### config.mk
export PLATFORM = sky130hd
export DESIGN_NAME = eth_mac_mii
export DESIGN_NICKNAME = d
export VERILOG_FILES = /design/src/hdl/eth_mii_pkg.sv /design/src/hdl/eth_mac_mii_tx.sv /design/src/hdl/eth_mac_mii_rx.sv /design/src/hdl/eth_mac_stats.sv /design/src/hdl/eth_mac_mii.sv
export SDC_FILE = /design/constraint.sdc
export NUM_CORES = 1
export LEC_CHECK = 0
export ABC_AREA = 1
export BUFFER_PORTS_ARGS = -buffer_cell sky130_fd_sc_hd__buf_2
export CAP_MARGIN = 20
export CORE_MARGIN = 5
export CORE_UTILIZATION = 55
export CTS_BUF_LIST = sky130_fd_sc_hd__clkbuf_8
export DETAILED_ROUTE_END_ITERATION = 7
export PLACE_DENSITY = 0.79
export SETUP_SLACK_MARGIN = 0.02
export SLEW_MARGIN = 25
export SYNTH_ARGS = -nofsm -noshare
export SYNTH_HDL_FRONTEND = slang
export SYNTH_HIERARCHICAL = 1
export SYNTH_SLANG_ARGS = --single-unit
### constraint.sdc
create_clock -name clk -period 2.9 [get_ports clk]
set_input_delay 0.435 -clock clk [delete_from_list [all_inputs] [get_ports clk]]
set_output_delay 0.435 -clock clk [all_outputs]
set_load 0.03 [all_outputs]
### src/hdl/eth_mii_pkg.sv
// Shared frame constants, FSM state types and the CRC-32 nibble update for the MII MAC.
`default_nettype none

package eth_mii_pkg;

    // nibbles of 0x5 sent ahead of the SFD nibble.
    localparam int preamble_nibbles = 15;

    // minimum frame length in bytes, FCS included.
    localparam int min_frame_len = 64;
    localparam int fcs_len = 4;
    localparam int min_payload_len = min_frame_len - fcs_len;

    // reflected CRC register value left over a good frame plus its FCS.
    localparam logic [31:0] crc_residue = 32'hdebb20e3;

    // statistics counter width.
    localparam int stat_w = 32;

    typedef enum logic [2:0] {
        tx_idle,
        tx_preamble,
        tx_data,
        tx_pad,
        tx_fcs,
        tx_ifg
    } tx_state_t;

    typedef enum logic [1:0] {
        rx_idle,
        rx_preamble,
        rx_data,
        rx_drop
    } rx_state_t;

    // one nibble of the reflected 0xEDB88320 CRC, lsb first.
    function automatic logic [31:0] crc32_nibble(input logic [31:0] crc, input logic [3:0] nib);
        logic [31:0] c;
        c = crc;
        for (int i = 0; i < 4; i++) begin
            if (c[0] ^ nib[i]) begin
                c = (c >> 1) ^ 32'hedb88320;
            end else begin
                c = c >> 1;
            end
        end
        return c;
    endfunction

endpackage

`default_nettype wire

### src/hdl/eth_mac_mii_tx.sv
// MII transmit path that frames a byte stream with preamble, zero pad, FCS and inter-frame gap.
`timescale 1ns/1ps
`default_nettype none

module eth_mac_mii_tx (
    input  wire logic       clk,
    input  wire logic       reset,

    // byte stream from the user.
    input  wire logic [7:0] tx_tdata,
    input  wire logic       tx_tvalid,
    input  wire logic       tx_tlast,
    output wire logic       tx_tready,

    // MII transmit side.
    output logic [3:0]      mii_txd,
    output logic            mii_tx_en,
    output logic            mii_tx_er,

    // status pulses.
    output logic            tx_start_packet,
    output logic            tx_error_underflow,

    input  wire logic [7:0] cfg_ifg,
    input  wire logic       cfg_tx_enable
);
    import eth_mii_pkg::*;

    tx_state_t   state;
    logic [3:0]  nib_cnt;
    logic        phase;
    logic [6:0]  byte_cnt;
    logic [7:0]  byte_q;
    logic        last_q;
    logic [31:0] crc;
    logic [8:0]  ifg_cnt;
    logic        drop_rest;
    logic        need_byte;
    logic [3:0]  hi_nib;

    // a new byte is due while the SFD or the high nibble of a non-final byte is on the wire.
    assign need_byte = (state == tx_preamble && nib_cnt == 4'(preamble_nibbles)) ||
                       (state == tx_data && phase && !last_q);

    // after an underflow the rest of the frame is accepted and thrown away.
    assign tx_tready = need_byte || drop_rest;

    assign hi_nib = (state == tx_data) ? byte_q[7:4] : 4'h0;

    always_ff @(posedge clk) begin
        tx_start_packet <= 1'b0;
        tx_error_underflow <= 1'b0;

        if (drop_rest && tx_tvalid && tx_tlast) begin
            drop_rest <= 1'b0;
        end

        if (need_byte) begin
            if (tx_tvalid) begin
                state <= tx_data;
                phase <= 1'b0;
                byte_q <= tx_tdata;
                last_q <= tx_tlast;
                mii_txd <= tx_tdata[3:0];
                crc <= crc32_nibble(crc, tx_tdata[3:0]);
            end else begin
                // source ran dry, so abort with two error nibbles and no FCS.
                tx_error_underflow <= 1'b1;
                drop_rest <= 1'b1;
                state <= tx_fcs;
                nib_cnt <= 4'(2 * fcs_len - 2);
                mii_txd <= 4'h0;
                mii_tx_er <= 1'b1;
            end
        end else begin
            case (state)
                tx_idle: begin
                    if (cfg_tx_enable && tx_tvalid && !drop_rest) begin
                        state <= tx_preamble;
                        nib_cnt <= 4'd0;
                        mii_tx_en <= 1'b1;
                        mii_txd <= 4'h5;
                        crc <= '1;
                        byte_cnt <= '0;
                    end
                end
                tx_preamble: begin
                    nib_cnt <= nib_cnt + 4'd1;
                    if (nib_cnt == 4'(preamble_nibbles - 1)) begin
                        mii_txd <= 4'hd;
                        tx_start_packet <= 1'b1;
                    end else begin
                        mii_txd <= 4'h5;
                    end
                end
                tx_data, tx_pad: begin
                    if (!phase) begin
                        phase <= 1'b1;
                        mii_txd <= hi_nib;
                        crc <= crc32_nibble(crc, hi_nib);
                        if (byte_cnt < 7'(min_payload_len)) begin
                            byte_cnt <= byte_cnt + 7'd1;
                        end
                    end else if (byte_cnt < 7'(min_payload_len)) begin
                        // frame still short of the minimum, keep padding with zeros.
                        state <= tx_pad;
                        phase <= 1'b0;
                        mii_txd <= 4'h0;
                        crc <= crc32_nibble(crc, 4'h0);
                    end else begin
                        state <= tx_fcs;
                        nib_cnt <= 4'd0;
                        mii_txd <= ~crc[3:0];
                    end
                end
                tx_fcs: begin
                    if (nib_cnt == 4'(2 * fcs_len - 1)) begin
                        state <= tx_ifg;
                        mii_tx_en <= 1'b0;
                        mii_tx_er <= 1'b0;
                        mii_txd <= 4'h0;
                        ifg_cnt <= {cfg_ifg, 1'b0};
                    end else begin
                        // the CRC shifts down so the next FCS nibble is always at the bottom.
                        nib_cnt <= nib_cnt + 4'd1;
                        mii_txd <= mii_tx_er ? 4'h0 : ~crc[7:4];
                        crc <= crc >> 4;
                    end
                end
                tx_ifg: begin
                    ifg_cnt <= ifg_cnt - 9'd1;
                    if (ifg_cnt <= 9'd1) begin
                        state <= tx_idle;
                    end
                end
                default: begin
                    state <= tx_idle;
                end
            endcase
        end

        if (reset) begin
            state <= tx_idle;
            nib_cnt <= 4'd0;
            phase <= 1'b0;
            byte_cnt <= '0;
            ifg_cnt <= '0;
            drop_rest <= 1'b0;
            mii_txd <= 4'h0;
            mii_tx_en <= 1'b0;
            mii_tx_er <= 1'b0;
            tx_start_packet <= 1'b0;
            tx_error_underflow <= 1'b0;
        end
    end

endmodule

`default_nettype wire

### src/hdl/eth_mac_mii_rx.sv
// MII receive path that finds the SFD, builds bytes, strips the FCS and judges each frame.
`timescale 1ns/1ps
`default_nettype none

module eth_mac_mii_rx (
    input  wire logic       clk,
    input  wire logic       reset,

    // MII receive side.
    input  wire logic [3:0] mii_rxd,
    input  wire logic       mii_rx_dv,
    input  wire logic       mii_rx_er,

    // byte stream to the user, no back-pressure.
    output logic [7:0]      rx_tdata,
    output logic            rx_tvalid,
    output logic            rx_tlast,
    output logic            rx_tuser,

    // status pulses.
    output logic            rx_start_packet,
    output logic            rx_frame_good,
    output logic            rx_error_bad_frame,
    output logic            rx_error_bad_fcs,

    input  wire logic       cfg_rx_enable
);
    import eth_mii_pkg::*;

    rx_state_t   state;
    logic        phase;
    logic [3:0]  nib_lo;
    logic [6:0]  byte_cnt;
    logic [31:0] crc;
    logic        er_seen;
    logic        bad_frame;
    logic        bad_fcs;

    // holds the newest bytes so the trailing FCS never reaches the stream.
    logic [7:0]  win [fcs_len + 1];

    // runt, odd nibble count or a coded error.
    assign bad_frame = (byte_cnt < 7'(min_frame_len)) || phase || er_seen;
    assign bad_fcs = (crc != crc_residue);

    always_ff @(posedge clk) begin
        rx_tvalid <= 1'b0;
        rx_tlast <= 1'b0;
        rx_tuser <= 1'b0;
        rx_start_packet <= 1'b0;
        rx_frame_good <= 1'b0;
        rx_error_bad_frame <= 1'b0;
        rx_error_bad_fcs <= 1'b0;

        case (state)
            rx_idle, rx_preamble: begin
                crc <= '1;
                phase <= 1'b0;
                byte_cnt <= '0;
                er_seen <= 1'b0;
                if (!mii_rx_dv) begin
                    state <= rx_idle;
                end else if (state == rx_idle && !cfg_rx_enable) begin
                    state <= rx_drop;
                end else if (mii_rxd == 4'h5) begin
                    state <= rx_preamble;
                end else if (mii_rxd == 4'hd) begin
                    state <= rx_data;
                    rx_start_packet <= 1'b1;
                    er_seen <= mii_rx_er;
                end else begin
                    state <= rx_drop;
                end
            end
            rx_data: begin
                if (mii_rx_dv) begin
                    crc <= crc32_nibble(crc, mii_rxd);
                    phase <= !phase;
                    er_seen <= er_seen || mii_rx_er;
                    if (!phase) begin
                        nib_lo <= mii_rxd;
                    end else begin
                        win[0] <= {mii_rxd, nib_lo};
                        for (int i = 1; i <= fcs_len; i++) begin
                            win[i] <= win[i - 1];
                        end
                        if (byte_cnt < 7'(min_frame_len)) begin
                            byte_cnt <= byte_cnt + 7'd1;
                        end
                        // window full, so the oldest byte is known not to be FCS.
                        if (byte_cnt >= 7'(fcs_len + 1)) begin
                            rx_tvalid <= 1'b1;
                            rx_tdata <= win[fcs_len];
                        end
                    end
                end else begin
                    state <= rx_idle;
                    if (byte_cnt > 7'(fcs_len + 1)) begin
                        rx_tvalid <= 1'b1;
                        rx_tdata <= win[fcs_len];
                        rx_tlast <= 1'b1;
                        rx_tuser <= bad_frame || bad_fcs;
                    end
                    rx_error_bad_frame <= bad_frame;
                    rx_error_bad_fcs <= !bad_frame && bad_fcs;
                    rx_frame_good <= !bad_frame && !bad_fcs;
                end
            end
            rx_drop: begin
                // false carrier, wait for the line to go quiet.
                if (!mii_rx_dv) begin
                    state <= rx_idle;
                end
            end
            default: begin
                state <= rx_idle;
            end
        endcase

        if (reset) begin
            state <= rx_idle;
            phase <= 1'b0;
            byte_cnt <= '0;
            er_seen <= 1'b0;
            rx_tvalid <= 1'b0;
            rx_tlast <= 1'b0;
            rx_tuser <= 1'b0;
            rx_start_packet <= 1'b0;
            rx_frame_good <= 1'b0;
            rx_error_bad_frame <= 1'b0;
            rx_error_bad_fcs <= 1'b0;
        end
    end

endmodule

`default_nettype wire

### src/hdl/eth_mac_stats.sv
// Saturating event counters fed by the status pulses of both MAC paths.
`timescale 1ns/1ps
`default_nettype none

module eth_mac_stats (
    input  wire logic                         clk,
    input  wire logic                         reset,

    input  wire logic                         tx_start_packet,
    input  wire logic                         tx_error_underflow,
    input  wire logic                         rx_frame_good,
    input  wire logic                         rx_error_bad_frame,
    input  wire logic                         rx_error_bad_fcs,

    output wire logic [eth_mii_pkg::stat_w-1:0] stat_tx_frames,
    output wire logic [eth_mii_pkg::stat_w-1:0] stat_tx_underflow,
    output wire logic [eth_mii_pkg::stat_w-1:0] stat_rx_good,
    output wire logic [eth_mii_pkg::stat_w-1:0] stat_rx_bad_frame,
    output wire logic [eth_mii_pkg::stat_w-1:0] stat_rx_bad_fcs,
    output wire logic [eth_mii_pkg::stat_w-1:0] stat_rx_frames
);
    import eth_mii_pkg::*;

    // one increment strobe per counter.
    logic [5:0]        inc;
    logic [stat_w-1:0] count [6];

    // every receive verdict lands in the combined frame count.
    assign inc = {
        rx_frame_good | rx_error_bad_frame | rx_error_bad_fcs,
        rx_error_bad_fcs,
        rx_error_bad_frame,
        rx_frame_good,
        tx_error_underflow,
        tx_start_packet
    };

    always_ff @(posedge clk) begin
        for (int i = 0; i < 6; i++) begin
            if (reset) begin
                count[i] <= '0;
            end else if (inc[i] && count[i] != '1) begin
                count[i] <= count[i] + stat_w'(1);
            end
        end
    end

    assign stat_tx_frames = count[0];
    assign stat_tx_underflow = count[1];
    assign stat_rx_good = count[2];
    assign stat_rx_bad_frame = count[3];
    assign stat_rx_bad_fcs = count[4];
    assign stat_rx_frames = count[5];

endmodule

`default_nettype wire

### src/hdl/eth_mac_mii.sv
// 10/100 Ethernet MAC top level joining the MII transmit and receive paths with statistics.
`timescale 1ns/1ps
`default_nettype none

module eth_mac_mii (
    input  wire logic                           clk,
    input  wire logic                           reset,

    // transmit stream.
    input  wire logic [7:0]                     tx_tdata,
    input  wire logic                           tx_tvalid,
    input  wire logic                           tx_tlast,
    output wire logic                           tx_tready,

    // receive stream.
    output wire logic [7:0]                     rx_tdata,
    output wire logic                           rx_tvalid,
    output wire logic                           rx_tlast,
    output wire logic                           rx_tuser,

    // MII.
    input  wire logic [3:0]                     mii_rxd,
    input  wire logic                           mii_rx_dv,
    input  wire logic                           mii_rx_er,
    output wire logic [3:0]                     mii_txd,
    output wire logic                           mii_tx_en,
    output wire logic                           mii_tx_er,

    // status pulses.
    output wire logic                           tx_start_packet,
    output wire logic                           tx_error_underflow,
    output wire logic                           rx_start_packet,
    output wire logic                           rx_frame_good,
    output wire logic                           rx_error_bad_frame,
    output wire logic                           rx_error_bad_fcs,

    // counters.
    output wire logic [eth_mii_pkg::stat_w-1:0] stat_tx_frames,
    output wire logic [eth_mii_pkg::stat_w-1:0] stat_tx_underflow,
    output wire logic [eth_mii_pkg::stat_w-1:0] stat_rx_good,
    output wire logic [eth_mii_pkg::stat_w-1:0] stat_rx_bad_frame,
    output wire logic [eth_mii_pkg::stat_w-1:0] stat_rx_bad_fcs,
    output wire logic [eth_mii_pkg::stat_w-1:0] stat_rx_frames,

    input  wire logic [7:0]                     cfg_ifg,
    input  wire logic                           cfg_tx_enable,
    input  wire logic                           cfg_rx_enable
);

    // port names line up across the hierarchy.
    eth_mac_mii_tx tx_inst (.*);

    eth_mac_mii_rx rx_inst (.*);

    // status pulses are shared with the ports above.
    eth_mac_stats stats_inst (.*);

endmodule

`default_nettype wire

==> results of run 1 <==
## layer usage
metal | global-route usage, % | vias up | wire [um]
li1 | - | 9492 | -
met1 | 31.8 | 9057 | 23100
met2 | 42.8 | 861 | 27600
met3 | 4.36 | 147 | 4640
met4 | 9.81 | 0 | 1880
met5 | 0 | - | 0
## registers in the layout, indices dropped and copies added (netlist names), 2 cells and up
| signal | cells |
|---|---|
| rx_inst/byte_cnt | 7 |
| tx_inst/byte_q | 4 |
| tx_inst/mii_txd | 4 |
| tx_inst/crc | 32 |
| stats_inst/count | 192 |
| rx_inst/win | 40 |
| tx_inst/ifg_cnt | 9 |
| rx_inst/nib_lo | 4 |
| rx_inst/state | 2 |
| rx_inst/crc | 32 |
| tx_inst/state | 3 |
| tx_inst/byte_cnt | 7 |
| tx_inst/nib_cnt | 4 |
| rx_inst/rx_tdata | 8 |
## metrics by stage
stage               instances  cell area, um2
floorplan                2769           22000
global placement         3507           23600
detailed placement       3507           23600
CTS                      3630           25000
global route             3631           25000
finish                   3631           25000
## final cells by class
cell class / instances / area (um2) / area share [%]
well taps: 525 / 657 / 2.63
inverters: 272 / 1030 / 4.13
multi-input cells: 2082 / 10100 / 40.6
clock buffers: 67 / 922 / 3.69
clock inverters: 46 / 323 / 1.29
repair buffers: 274 / 1470 / 5.89
diodes: 1 / 2.50 / 0.0100
flip-flops and latches: 364 / 10400 / 41.7
## critical path, cell delays in order, from the launching register on
cell	delay [ps]
dfxtp_1	470
nand2_4	200
nor2_4	180
nand2_4	70
nand2_4	230
inv_8	130
nand2_1	110
buf_2	200
## worst max path at each step
stage / slack (ps) / from / cells after the start / to
4_1_cts: 60 / tx_inst/state[2] / 8 / tx_tready
3_5_place_dp: 420 / tx_inst/state[2] / 10 / tx_inst/crc[9]
6_report: 180 / tx_inst/state[1] / 7 / tx_tready
2_1_floorplan: 380 / tx_inst/state[2] / 8 / tx_inst/crc[0]
3_3_place_gp: 460 / tx_inst/crc[0] / 13 / tx_inst/crc[18]
5_1_grt: 20 / tx_inst/state[2] / 8 / tx_tready
## logic make-up after synthesis
| group | count (synthesis) |
|---|---|
| adder cells (fa/ha/maj) | 13 |
| buffers and inverters | 323 |
| XOR/XNOR | 159 |
| flip-flops | 364 |
| AO/OA/AOI/OAI | 232 |
| AND/OR/NAND/NOR | 1678 |
## placed cells by master, fill, tap and decap left out, types with 10 or more instances in the layout
master / n
a21oi_1: 127
buf_2: 243
buf_4: 22
clkbuf_8: 67
clkinv_1: 15
clkinv_2: 12
dfxtp_1: 49
edfxtp_1: 313
ha_1: 13
inv_1: 268
inv_2: 14
nand2_1: 846
nand2_2: 25
nand2_4: 10
nand3_1: 154
nand3b_1: 29
nand4_1: 13
nor2_1: 487
nor2_2: 28
nor2_4: 25
nor3_1: 11
o21ai_0: 75
or2_2: 21
xnor2_1: 77
xor2_1: 76
## power groups by stage
stage | logic, mW | clock network [mW] | registers, mW
detailed placement | 1.60 | 0 | 6.25
finish | 1.64 | 4.70 | 6.15
global route | 1.78 | 5.07 | 6.17
floorplan | 0.943 | 0 | 6.43
global placement | 1.56 | 0 | 6.25
CTS | 1.62 | 4.81 | 6.15
## repair_timing
item,CTS,global route
pin swaps,1,0
gates resized for setup,2,3
hold buffers,9,0
setup endpoints to repair,1,1
setup buffers,1,0
hold endpoints to repair,11,0
==> results.py, run 1 <==
metrics = {
    "status": {
        "status": "finished clean",
    },
    "clock_tree": {
        "cts_tree": "built",
        "clkLatencyLatePin_ps": 680,
        "cts_htree_levels": 2,
        "root_buffer": "clkbuf_8",
        "cts.sinks": 364,
        "clk_path_buf_depth": 3,
        "clk_pin_slew_worst_paths_ps": 70,
        "numCtsBuffers": 61,
    },
    "synthesis": {
        "syn_nets": 2810,
        "synth_common_cells": "nand2_1, nor2_1, edfxtp_1",
        "yosys.area_share.simple_pct": 33.0,
        "synthTopCellsByArea": "edfxtp_1, nand2_1, nor2_1",
        "syn_area_um2": 22000,
        "synth_adder_area_share_pct": 0.740,
        "synth_top_family_by_area": "simple AND/OR/NAND/NOR gates",
        "synth_edf_count": 313,
        "synth_seq_cells": 364,
        "post-synth-top-count-cell": "nand2_1",
        "yosysWarnings": 6,
        "synth.largest_area_cell": "edfxtp_1",
        "yosysUniqueCellTypes": 55,
        "synth_top_area_share_pct": 42.8,
        "synth_xor_area_share_pct": 6.64,
        "avgSynthCellArea_um2": 7.94,
        "ys_dominant_reg_cell": "edfxtp_1",
        "synth_compound_area_share_pct": 5.73,
        "netlist_instances": 2769,
        "synth.mux.area_fraction_pct": 0,
        "synth-async-reset-ratio_pct": 0,
        "ys_seq_area_share_pct": 47.4,
    },
    "worst_setup_path": {
        "path_class": "flop to primary output",
        "worstSetupStartpointType": "flop",
        "r2r-end": "tx_inst/crc[18]",
        "crit_fanout": 24,
        "cp.required_ps": 2470,
        "crit_arrival_ps": 2290,
        "crit_path_end_kind": "primary output",
        "r2r_cells": 13,
        "reg2reg_slack_ps": 360,
        "r2r_start": "tx_inst/crc[0]",
    },
    "timing": {
        "slew_headroom_pct": 27.5,
        "setup_viol": 0,
        "fin_ws_ps": 176,
        "finalClockSkew_ps": 16.5,
        "hold_viol_final": 0,
        "period_share_pct": 93.9,
        "fin_crit_ps": 2720,
        "hold_ws_ps": 62.2,
        "tightest_slew_ps": 1090,
        "rsz0062_at_grt": "no",
        "tns_ps": 0,
        "slew_violations": 0,
        "fmax_ghz": 0.367,
    },
    "die": {
        "die_area_um2": 44100,
        "rows": 73,
        "die_width_um": 210,
        "die_h_um": 210,
        "core_um2": 39600,
        "ios": 244,
        "start_util_pct": 55.5,
    },
    "min_path": {
        "hold_end": "tx_inst/ifg_cnt[3]",
        "worstHoldPathCells": 3,
        "hold_path_class": "primary input to flop",
        "holdCritStartpoint": "cfg_ifg[2]",
    },
    "placement": {
        "hpwl_um": 40900,
        "port-buffer-count": 243,
        "post-place-ws_ps": 416,
        "place.gp.congestion": 0.961,
    },
    "pwr": {
        "p_per_area_nw_per_um2": 500,
        "worst_ir_drop_vdd_v": 0.000564,
        "power.switching_mw": 3.59,
        "power.total_mw": 12.5,
        "combPwrFrac_pct": 13.2,
        "pwr-share-seq_pct": 49.2,
        "power.leakage_nw": 10.2,
        "p_int_mw": 8.90,
        "swShare_pct": 28.8,
        "p_clk_share_pct": 37.6,
    },
    "detailed_routing": {
        "drt_iter0_drc": 1936,
        "drc": 0,
        "wl_per_cell_um": 15.8,
        "ant_nets": 0,
        "drt-pass1-iter-count": 6,
        "num_vias": 19557,
        "vias_per_cell": 5.39,
        "drt-total-wl_um": 57200,
    },
    "global_route": {
        "grt_pass1_vias": 18778,
        "grt_overflow": 0,
        "track_usage_pct": 25.0,
        "antenna_found_initial": 1,
        "grt_max_degree": 41,
        "grt_pass1_wl_um": 91900,
    },
    "final_layout": {
        "drive_above_1_share_pct": 16.1,
        "final_nets": 3096,
        "final_util_pct": 63.0,
        "nFillCells": 3391,
        "area_growth_pct": 13.6,
    },
    "flow_run": {
        "cap_violations": 0,
    },
}
No activity file was read; power rests on OpenSTA's default activity.
==> inputs of run 2 (changes only) <==
--- a/config.mk
+++ b/config.mk
@@ -17,5 +17,4 @@
 export SLEW_MARGIN = 25
 export SYNTH_ARGS = -nofsm -noshare
 export SYNTH_HDL_FRONTEND = slang
-export SYNTH_HIERARCHICAL = 1
 export SYNTH_SLANG_ARGS = --single-unit
==> results.py, run 2 <==
metrics = {
    "final_layout": {
        "final_nets": 2808,
        "layout_commonest_cell": "nand2_1",
        "largest_register_ffs": 192,
        "layout_common_cells": "nand2_1, inv_1, edfxtp_1, nor2_1, buf_2",
        "area_growth_pct": 15.5,
        "drive_above_1_share_pct": 15.6,
        "final_util_pct": 63.9,
        "reg_top3": "stats_inst.count: 192 flops, rx_inst.win: 40 flops",
        "regMostFlops": "stats_inst.count",
    },
    "timing": {
        "slew_violations": 0,
        "hold_viol_final": 0,
        "slew_headroom_pct": 52.2,
        "hold_ws_ps": 105,
        "tns_ps": 0,
        "period_share_pct": 94.1,
        "rsz0062_at_grt": "no",
        "tightest_slew_ps": 710,
        "setup_viol": 0,
        "fin_ws_ps": 172,
        "fin_crit_ps": 2730,
        "fmax_ghz": 0.367,
        "finalClockSkew_ps": 35.5,
    },
    "synthesis": {
        "ys_seq_area_share_pct": 50.4,
        "post-synth-top-count-cell": "nand2_1",
        "synth-async-reset-ratio_pct": 0,
        "syn_nets": 2510,
        "synth.largest_area_cell": "edfxtp_1",
        "avgSynthCellArea_um2": 8.38,
        "synth_common_cells": "nand2_1, edfxtp_1, inv_1",
        "yosysUniqueCellTypes": 52,
        "ys_dominant_reg_cell": "edfxtp_1",
        "yosysWarnings": 0,
        "synth_top_area_share_pct": 45.4,
        "synth_seq_cells": 364,
        "synth_edf_count": 313,
        "synthTopCellsByArea": "edfxtp_1, nand2_1, inv_1",
        "syn_area_um2": 20700,
        "netlist_instances": 2469,
    },
    "die": {
        "die_width_um": 204,
        "start_util_pct": 55.3,
        "rows": 71,
        "die_area_um2": 41600,
        "ios": 244,
        "die_h_um": 204,
        "core_um2": 37400,
    },
    "detailed_routing": {
        "drt-pass1-iter-count": 5,
        "wl_per_cell_um": 16.6,
        "drt-total-wl_um": 55200,
        "ant_nets": 0,
        "num_vias": 18403,
        "drt_iter0_drc": 1620,
        "vias_per_cell": 5.52,
        "drc": 0,
    },
    "global_route": {
        "track_usage_pct": 25.8,
        "grt_overflow": 0,
        "grt_pass1_wl_um": 88200,
        "antenna_found_initial": 1,
        "grt_pass1_vias": 17543,
        "grt_max_degree": 41,
    },
    "placement": {
        "port-buffer-count": 243,
        "place.gp.congestion": 0.954,
        "hpwl_um": 39900,
        "post-place-ws_ps": 359,
    },
    "worst_setup_path": {
        "cp.required_ps": 2470,
        "r2r_start": "stats_inst.count[2][0]",
        "crit_fanout": 31,
        "crit_arrival_ps": 2290,
        "r2r-end": "stats_inst.count[2][7]",
        "worstSetupStartpointType": "flop",
        "r2r_cells": 8,
        "cp-startpoint": "tx_inst.nib_cnt[1]",
        "path_class": "flop to primary output",
        "critPathCapture": "tx_tready",
        "reg2reg_slack_ps": 320,
        "crit_path_end_kind": "primary output",
    },
    "flow_run": {
        "cap_violations": 0,
    },
    "status": {
        "status": "finished clean",
    },
    "pwr": {
        "power.leakage_nw": 9.57,
        "p_per_area_nw_per_um2": 489,
        "worst_ir_drop_vdd_v": 0.000384,
    },
    "clock_tree": {
        "clkLatencyLatePin_ps": 680,
        "numCtsBuffers": 60,
        "clk_path_buf_depth": 3,
        "cts_tree": "built",
        "root_buffer": "clkbuf_8",
        "cts_htree_levels": 2,
        "clk_pin_slew_worst_paths_ps": 60,
        "cts.sinks": 364,
    },
    "min_path": {
        "worstHoldPathCells": 3,
        "hold_path_class": "primary input to flop",
    },
}
==> run 2: cell types whose count changed in the layout (fill, tap and decap cells not counted), moves of 41 or more <==
cell / previous run / this run
nor3_1: 11 / 87
inv_1: 268 / 325
nand4_1: 13 / 65
nand2_1: 846 / 554
nor3b_1: 0 / 41
nor2_1: 487 / 288
==> run 2: cell families (layout without fill, tap and decap cells) <==
kind of cell / Yosys count / count (layout) / synth area share, %
AO/OA/AOI/OAI: 284 / 284 / 7.47
XOR/XNOR: 151 / 151 / 6.46
AND/OR/NAND/NOR: 1294 / 1294 / 28.1
other: 0 / 1 / 0
flip-flops: 364 / 364 / 50.4
buffers and inverters: 363 / 713 / 6.81
adder cells (fa/ha/maj): 13 / 13 / 0.786
==> run 2: metal layers <==
| layer | share of wire, % | vias up | GRT usage (%) |
|---|---|---|---|
| met5 | 0 | - | 0 |
| met4 | 3.7 | 0 | 10.0 |
| met3 | 9.0 | 134 | 4.59 |
| met2 | 47 | 836 | 42.6 |
| met1 | 40 | 8558 | 34.1 |
| li1 | - | 8875 | - |
==> run 2: what timing repair did <==
action / in CTS / in global routing
hold endpoints to repair: 13 / 0
hold buffers: 9 / 0
setup buffers: 1 / 0
endpoints found under the setup margin: 1 / 0
gates resized for setup: 2 / 0
==> run 2: per-stage QoR <==
stage	area, um2	power, mW	cells
after global routing	23900	12.2	3331
final	23900	11.7	3331
after floorplan	20700	6.86	2469
after detailed placement	22600	7.24	3206
after global placement	22600	7.21	3206
after CTS	23900	11.8	3330
==> run 2: critical path: stages, from the launching register on <==
cell and delay [ps]:
dfxtp_1 400, ha_1 200, inv_1 60, nor2_1 120, nand2_1 100, nand2_2 190
inv_4 190, nand2_1 140, buf_2 220
==> run 2: area by class of cell <==
class / count / area (um2)
Sequential cell: 364 / 10400
Clock inverter: 51 / 322
Antenna cell: 1 / 2.50
Tap cell: 511 / 639
Timing Repair Buffer: 290 / 1600
Inverter: 309 / 1160
Clock buffer: 63 / 867
Fill cell: 3084 / 13500
Multi-Input combinational cell: 1742 / 8880
==> run 2: worst min-delay path by stage <==
| stage | start | end |
|---|---|---|
| after floorplan | rx_inst.win[0][32] | rx_inst.rx_tdata[0] |
| after detailed placement | rx_inst.win[0][2] | rx_inst.win[0][10] |
| after CTS | tx_tdata[1] | tx_inst.mii_txd[1] |
| after global routing | tx_tdata[1] | tx_inst.mii_txd[1] |
| after global placement | rx_inst.win[0][2] | rx_inst.win[0][10] |
| final | cfg_ifg[6] | tx_inst.ifg_cnt[7] |
==> run 2: power breakdown <==
| group | leakage [nW] | switching [mW] | internal [mW] | total (mW) |
|---|---|---|---|---|
| clock network | 0.690 | 2.15 | 2.38 | 4.53 |
| registers | 3.38 | 0.196 | 5.87 | 6.06 |
| logic | 5.50 | 0.783 | 0.308 | 1.09 |
| total | 9.57 | 3.13 | 8.55 | 11.7 |
==> inputs of run 3 (changes only) <==
--- a/config.mk
+++ b/config.mk
@@ -8,11 +8,10 @@
 export ABC_AREA = 1
 export BUFFER_PORTS_ARGS = -buffer_cell sky130_fd_sc_hd__buf_2
 export CAP_MARGIN = 20
-export CORE_MARGIN = 5
-export CORE_UTILIZATION = 55
+export CORE_MARGIN = 1.5
+export CORE_UTILIZATION = 33
 export CTS_BUF_LIST = sky130_fd_sc_hd__clkbuf_8
 export DETAILED_ROUTE_END_ITERATION = 7
-export PLACE_DENSITY = 0.79
 export SETUP_SLACK_MARGIN = 0.02
 export SLEW_MARGIN = 25
 export SYNTH_ARGS = -nofsm -noshare
==> results.py, run 3 (synthesis gave the netlist of run 2 again) <==
metrics = {
    "die": {
        "core_um2": 61800,
        "die_width_um": 253,
        "ios": 244,
        "rows": 91,
        "die_h_um": 253,
        "die_area_um2": 64200,
        "start_util_pct": 33.5,
    },
    "timing": {
        "finalClockSkew_ps": 27.3,
        "tns_ps": 0,
        "fmax_ghz": 0.376,
        "fin_ws_ps": 241,
        "rsz0062_at_grt": "no",
        "slew_headroom_pct": 56.4,
        "tightest_slew_ps": 649,
        "period_share_pct": 91.7,
        "fin_crit_ps": 2660,
        "setup_viol": 0,
        "slew_violations": 0,
        "hold_viol_final": 0,
        "hold_ws_ps": 90.7,
    },
    "final_layout": {
        "reg_top3": "stats_inst.count: 192 flops, rx_inst.win: 40 flops",
        "drive_above_1_share_pct": 16.3,
        "layout_common_cells": "nand2_1, inv_1, edfxtp_1, nor2_1, buf_2",
        "regMostFlops": "stats_inst.count",
        "largest_register_ffs": 192,
        "layout_commonest_cell": "nand2_1",
        "final_nets": 2822,
        "instances_no_fill": 3678,
        "area_growth_pct": 18.9,
    },
    "worst_setup_path": {
        "crit_path_end_kind": "primary output",
        "cp.required_ps": 2470,
        "path_class": "flop to primary output",
        "worstSetupStartpointType": "flop",
        "crit_fanout": 21,
        "crit_arrival_ps": 2220,
    },
    "global_route": {
        "grt_pass1_wl_um": 90200,
        "grt_pass1_vias": 16613,
        "track_usage_pct": 17.7,
        "grt_max_degree": 34,
        "antenna_found_initial": 2,
        "grt_overflow": 0,
    },
    "flow_run": {
        "cap_violations": 0,
    },
    "placement": {
        "hpwl_um": 41300,
        "placed_cells": 3535,
        "place.gp.congestion": 0.941,
        "post-place-ws_ps": 483,
        "port-buffer-count": 243,
    },
    "pwr": {
        "p_per_area_nw_per_um2": 506,
        "worst_ir_drop_vdd_v": 0.000318,
        "power.total_mw": 12.5,
        "power.leakage_nw": 9.73,
    },
    "detailed_routing": {
        "drt_iter0_drc": 1244,
        "drt-pass1-iter-count": 5,
        "wl_per_cell_um": 15.6,
        "drt-total-wl_um": 57500,
        "vias_per_cell": 4.81,
        "ant_nets": 0,
        "drc": 0,
        "num_vias": 17707,
    },
    "clock_tree": {
        "clk_path_buf_depth": 3,
        "cts_htree_levels": 3,
        "cts.sinks": 364,
        "cts_tree": "built",
        "root_buffer": "clkbuf_8",
        "clkLatencyLatePin_ps": 660,
        "clk_pin_slew_worst_paths_ps": 60,
        "numCtsBuffers": 71,
    },
    "min_path": {
        "hold_path_class": "primary input to flop",
    },
    "status": {
        "status": "finished clean",
    },
}
-- run 3: layer usage --
layer / wire length, um / share of wire [%] / GRT usage, %
met5: 0 / 0 / 0
met4: 1230 / 2.1 / 6.12
met3: 3940 / 6.9 / 3.84
met2: 26100 / 45 / 27.4
met1: 26200 / 46 / 24.2
-- run 3: power breakdown --
part	switching (mW)	internal [mW]	leakage [nW]
Sequential	0.194	5.87	3.38
Clock	2.46	2.83	0.814
Combinational	0.788	0.314	5.54
Total	3.45	9.01	9.73
-- run 3: timing repair --
action | in CTS | in global routing
gates resized for setup | 0 | 2
setup buffers | 0 | 1
endpoints found under the hold margin | 13 | 0
setup endpoints to repair | 0 | 1
hold buffers | 9 | 0
-- run 3: worst max-delay path, cell delays in order, from the launching register on --
cell and delay, ps:
dfxtp_1 400, ha_1 210, inv_1 60, nor2_1 140, nand2_1 90, nand2_1 190, inv_4 150, nand2_1 110
buf_2 200
-- run 3: final timing paths --
path,cells past startpoint,to,startpoint,slack [ps]
worst min-delay path,3,tx_inst.mii_txd[1],tx_tdata[1],90
worst max-delay path,8,tx_tready,tx_inst.nib_cnt[1],240
worst min register to register,0,rx_inst.win[0][19],rx_inst.win[0][11],410
worst max register to register,9,stats_inst.count[2][26],stats_inst.count[2][0],460
-- run 3: final cells by class --
| class | count | area [um2] |
|---|---|---|
| inverters | 309 | 1160 |
| multi-input cells | 1742 | 8880 |
| clock inverters | 51 | 354 |
| diodes | 3 | 7.51 |
| fillers | 6307 | 37200 |
| flip-flops and latches | 364 | 10400 |
| repair buffers | 293 | 1650 |
| clock buffers | 79 | 1090 |
| well taps | 837 | 1050 |
-- run 3: metrics by stage --
step           instance area, um2  util [%]
2_1_floorplan               20700         -
3_3_place_gp                23100      37.3
3_5_place_dp                23100      37.3
4_1_cts                     24600      39.8
5_1_grt                     24600      39.8
6_report                    24600      39.8
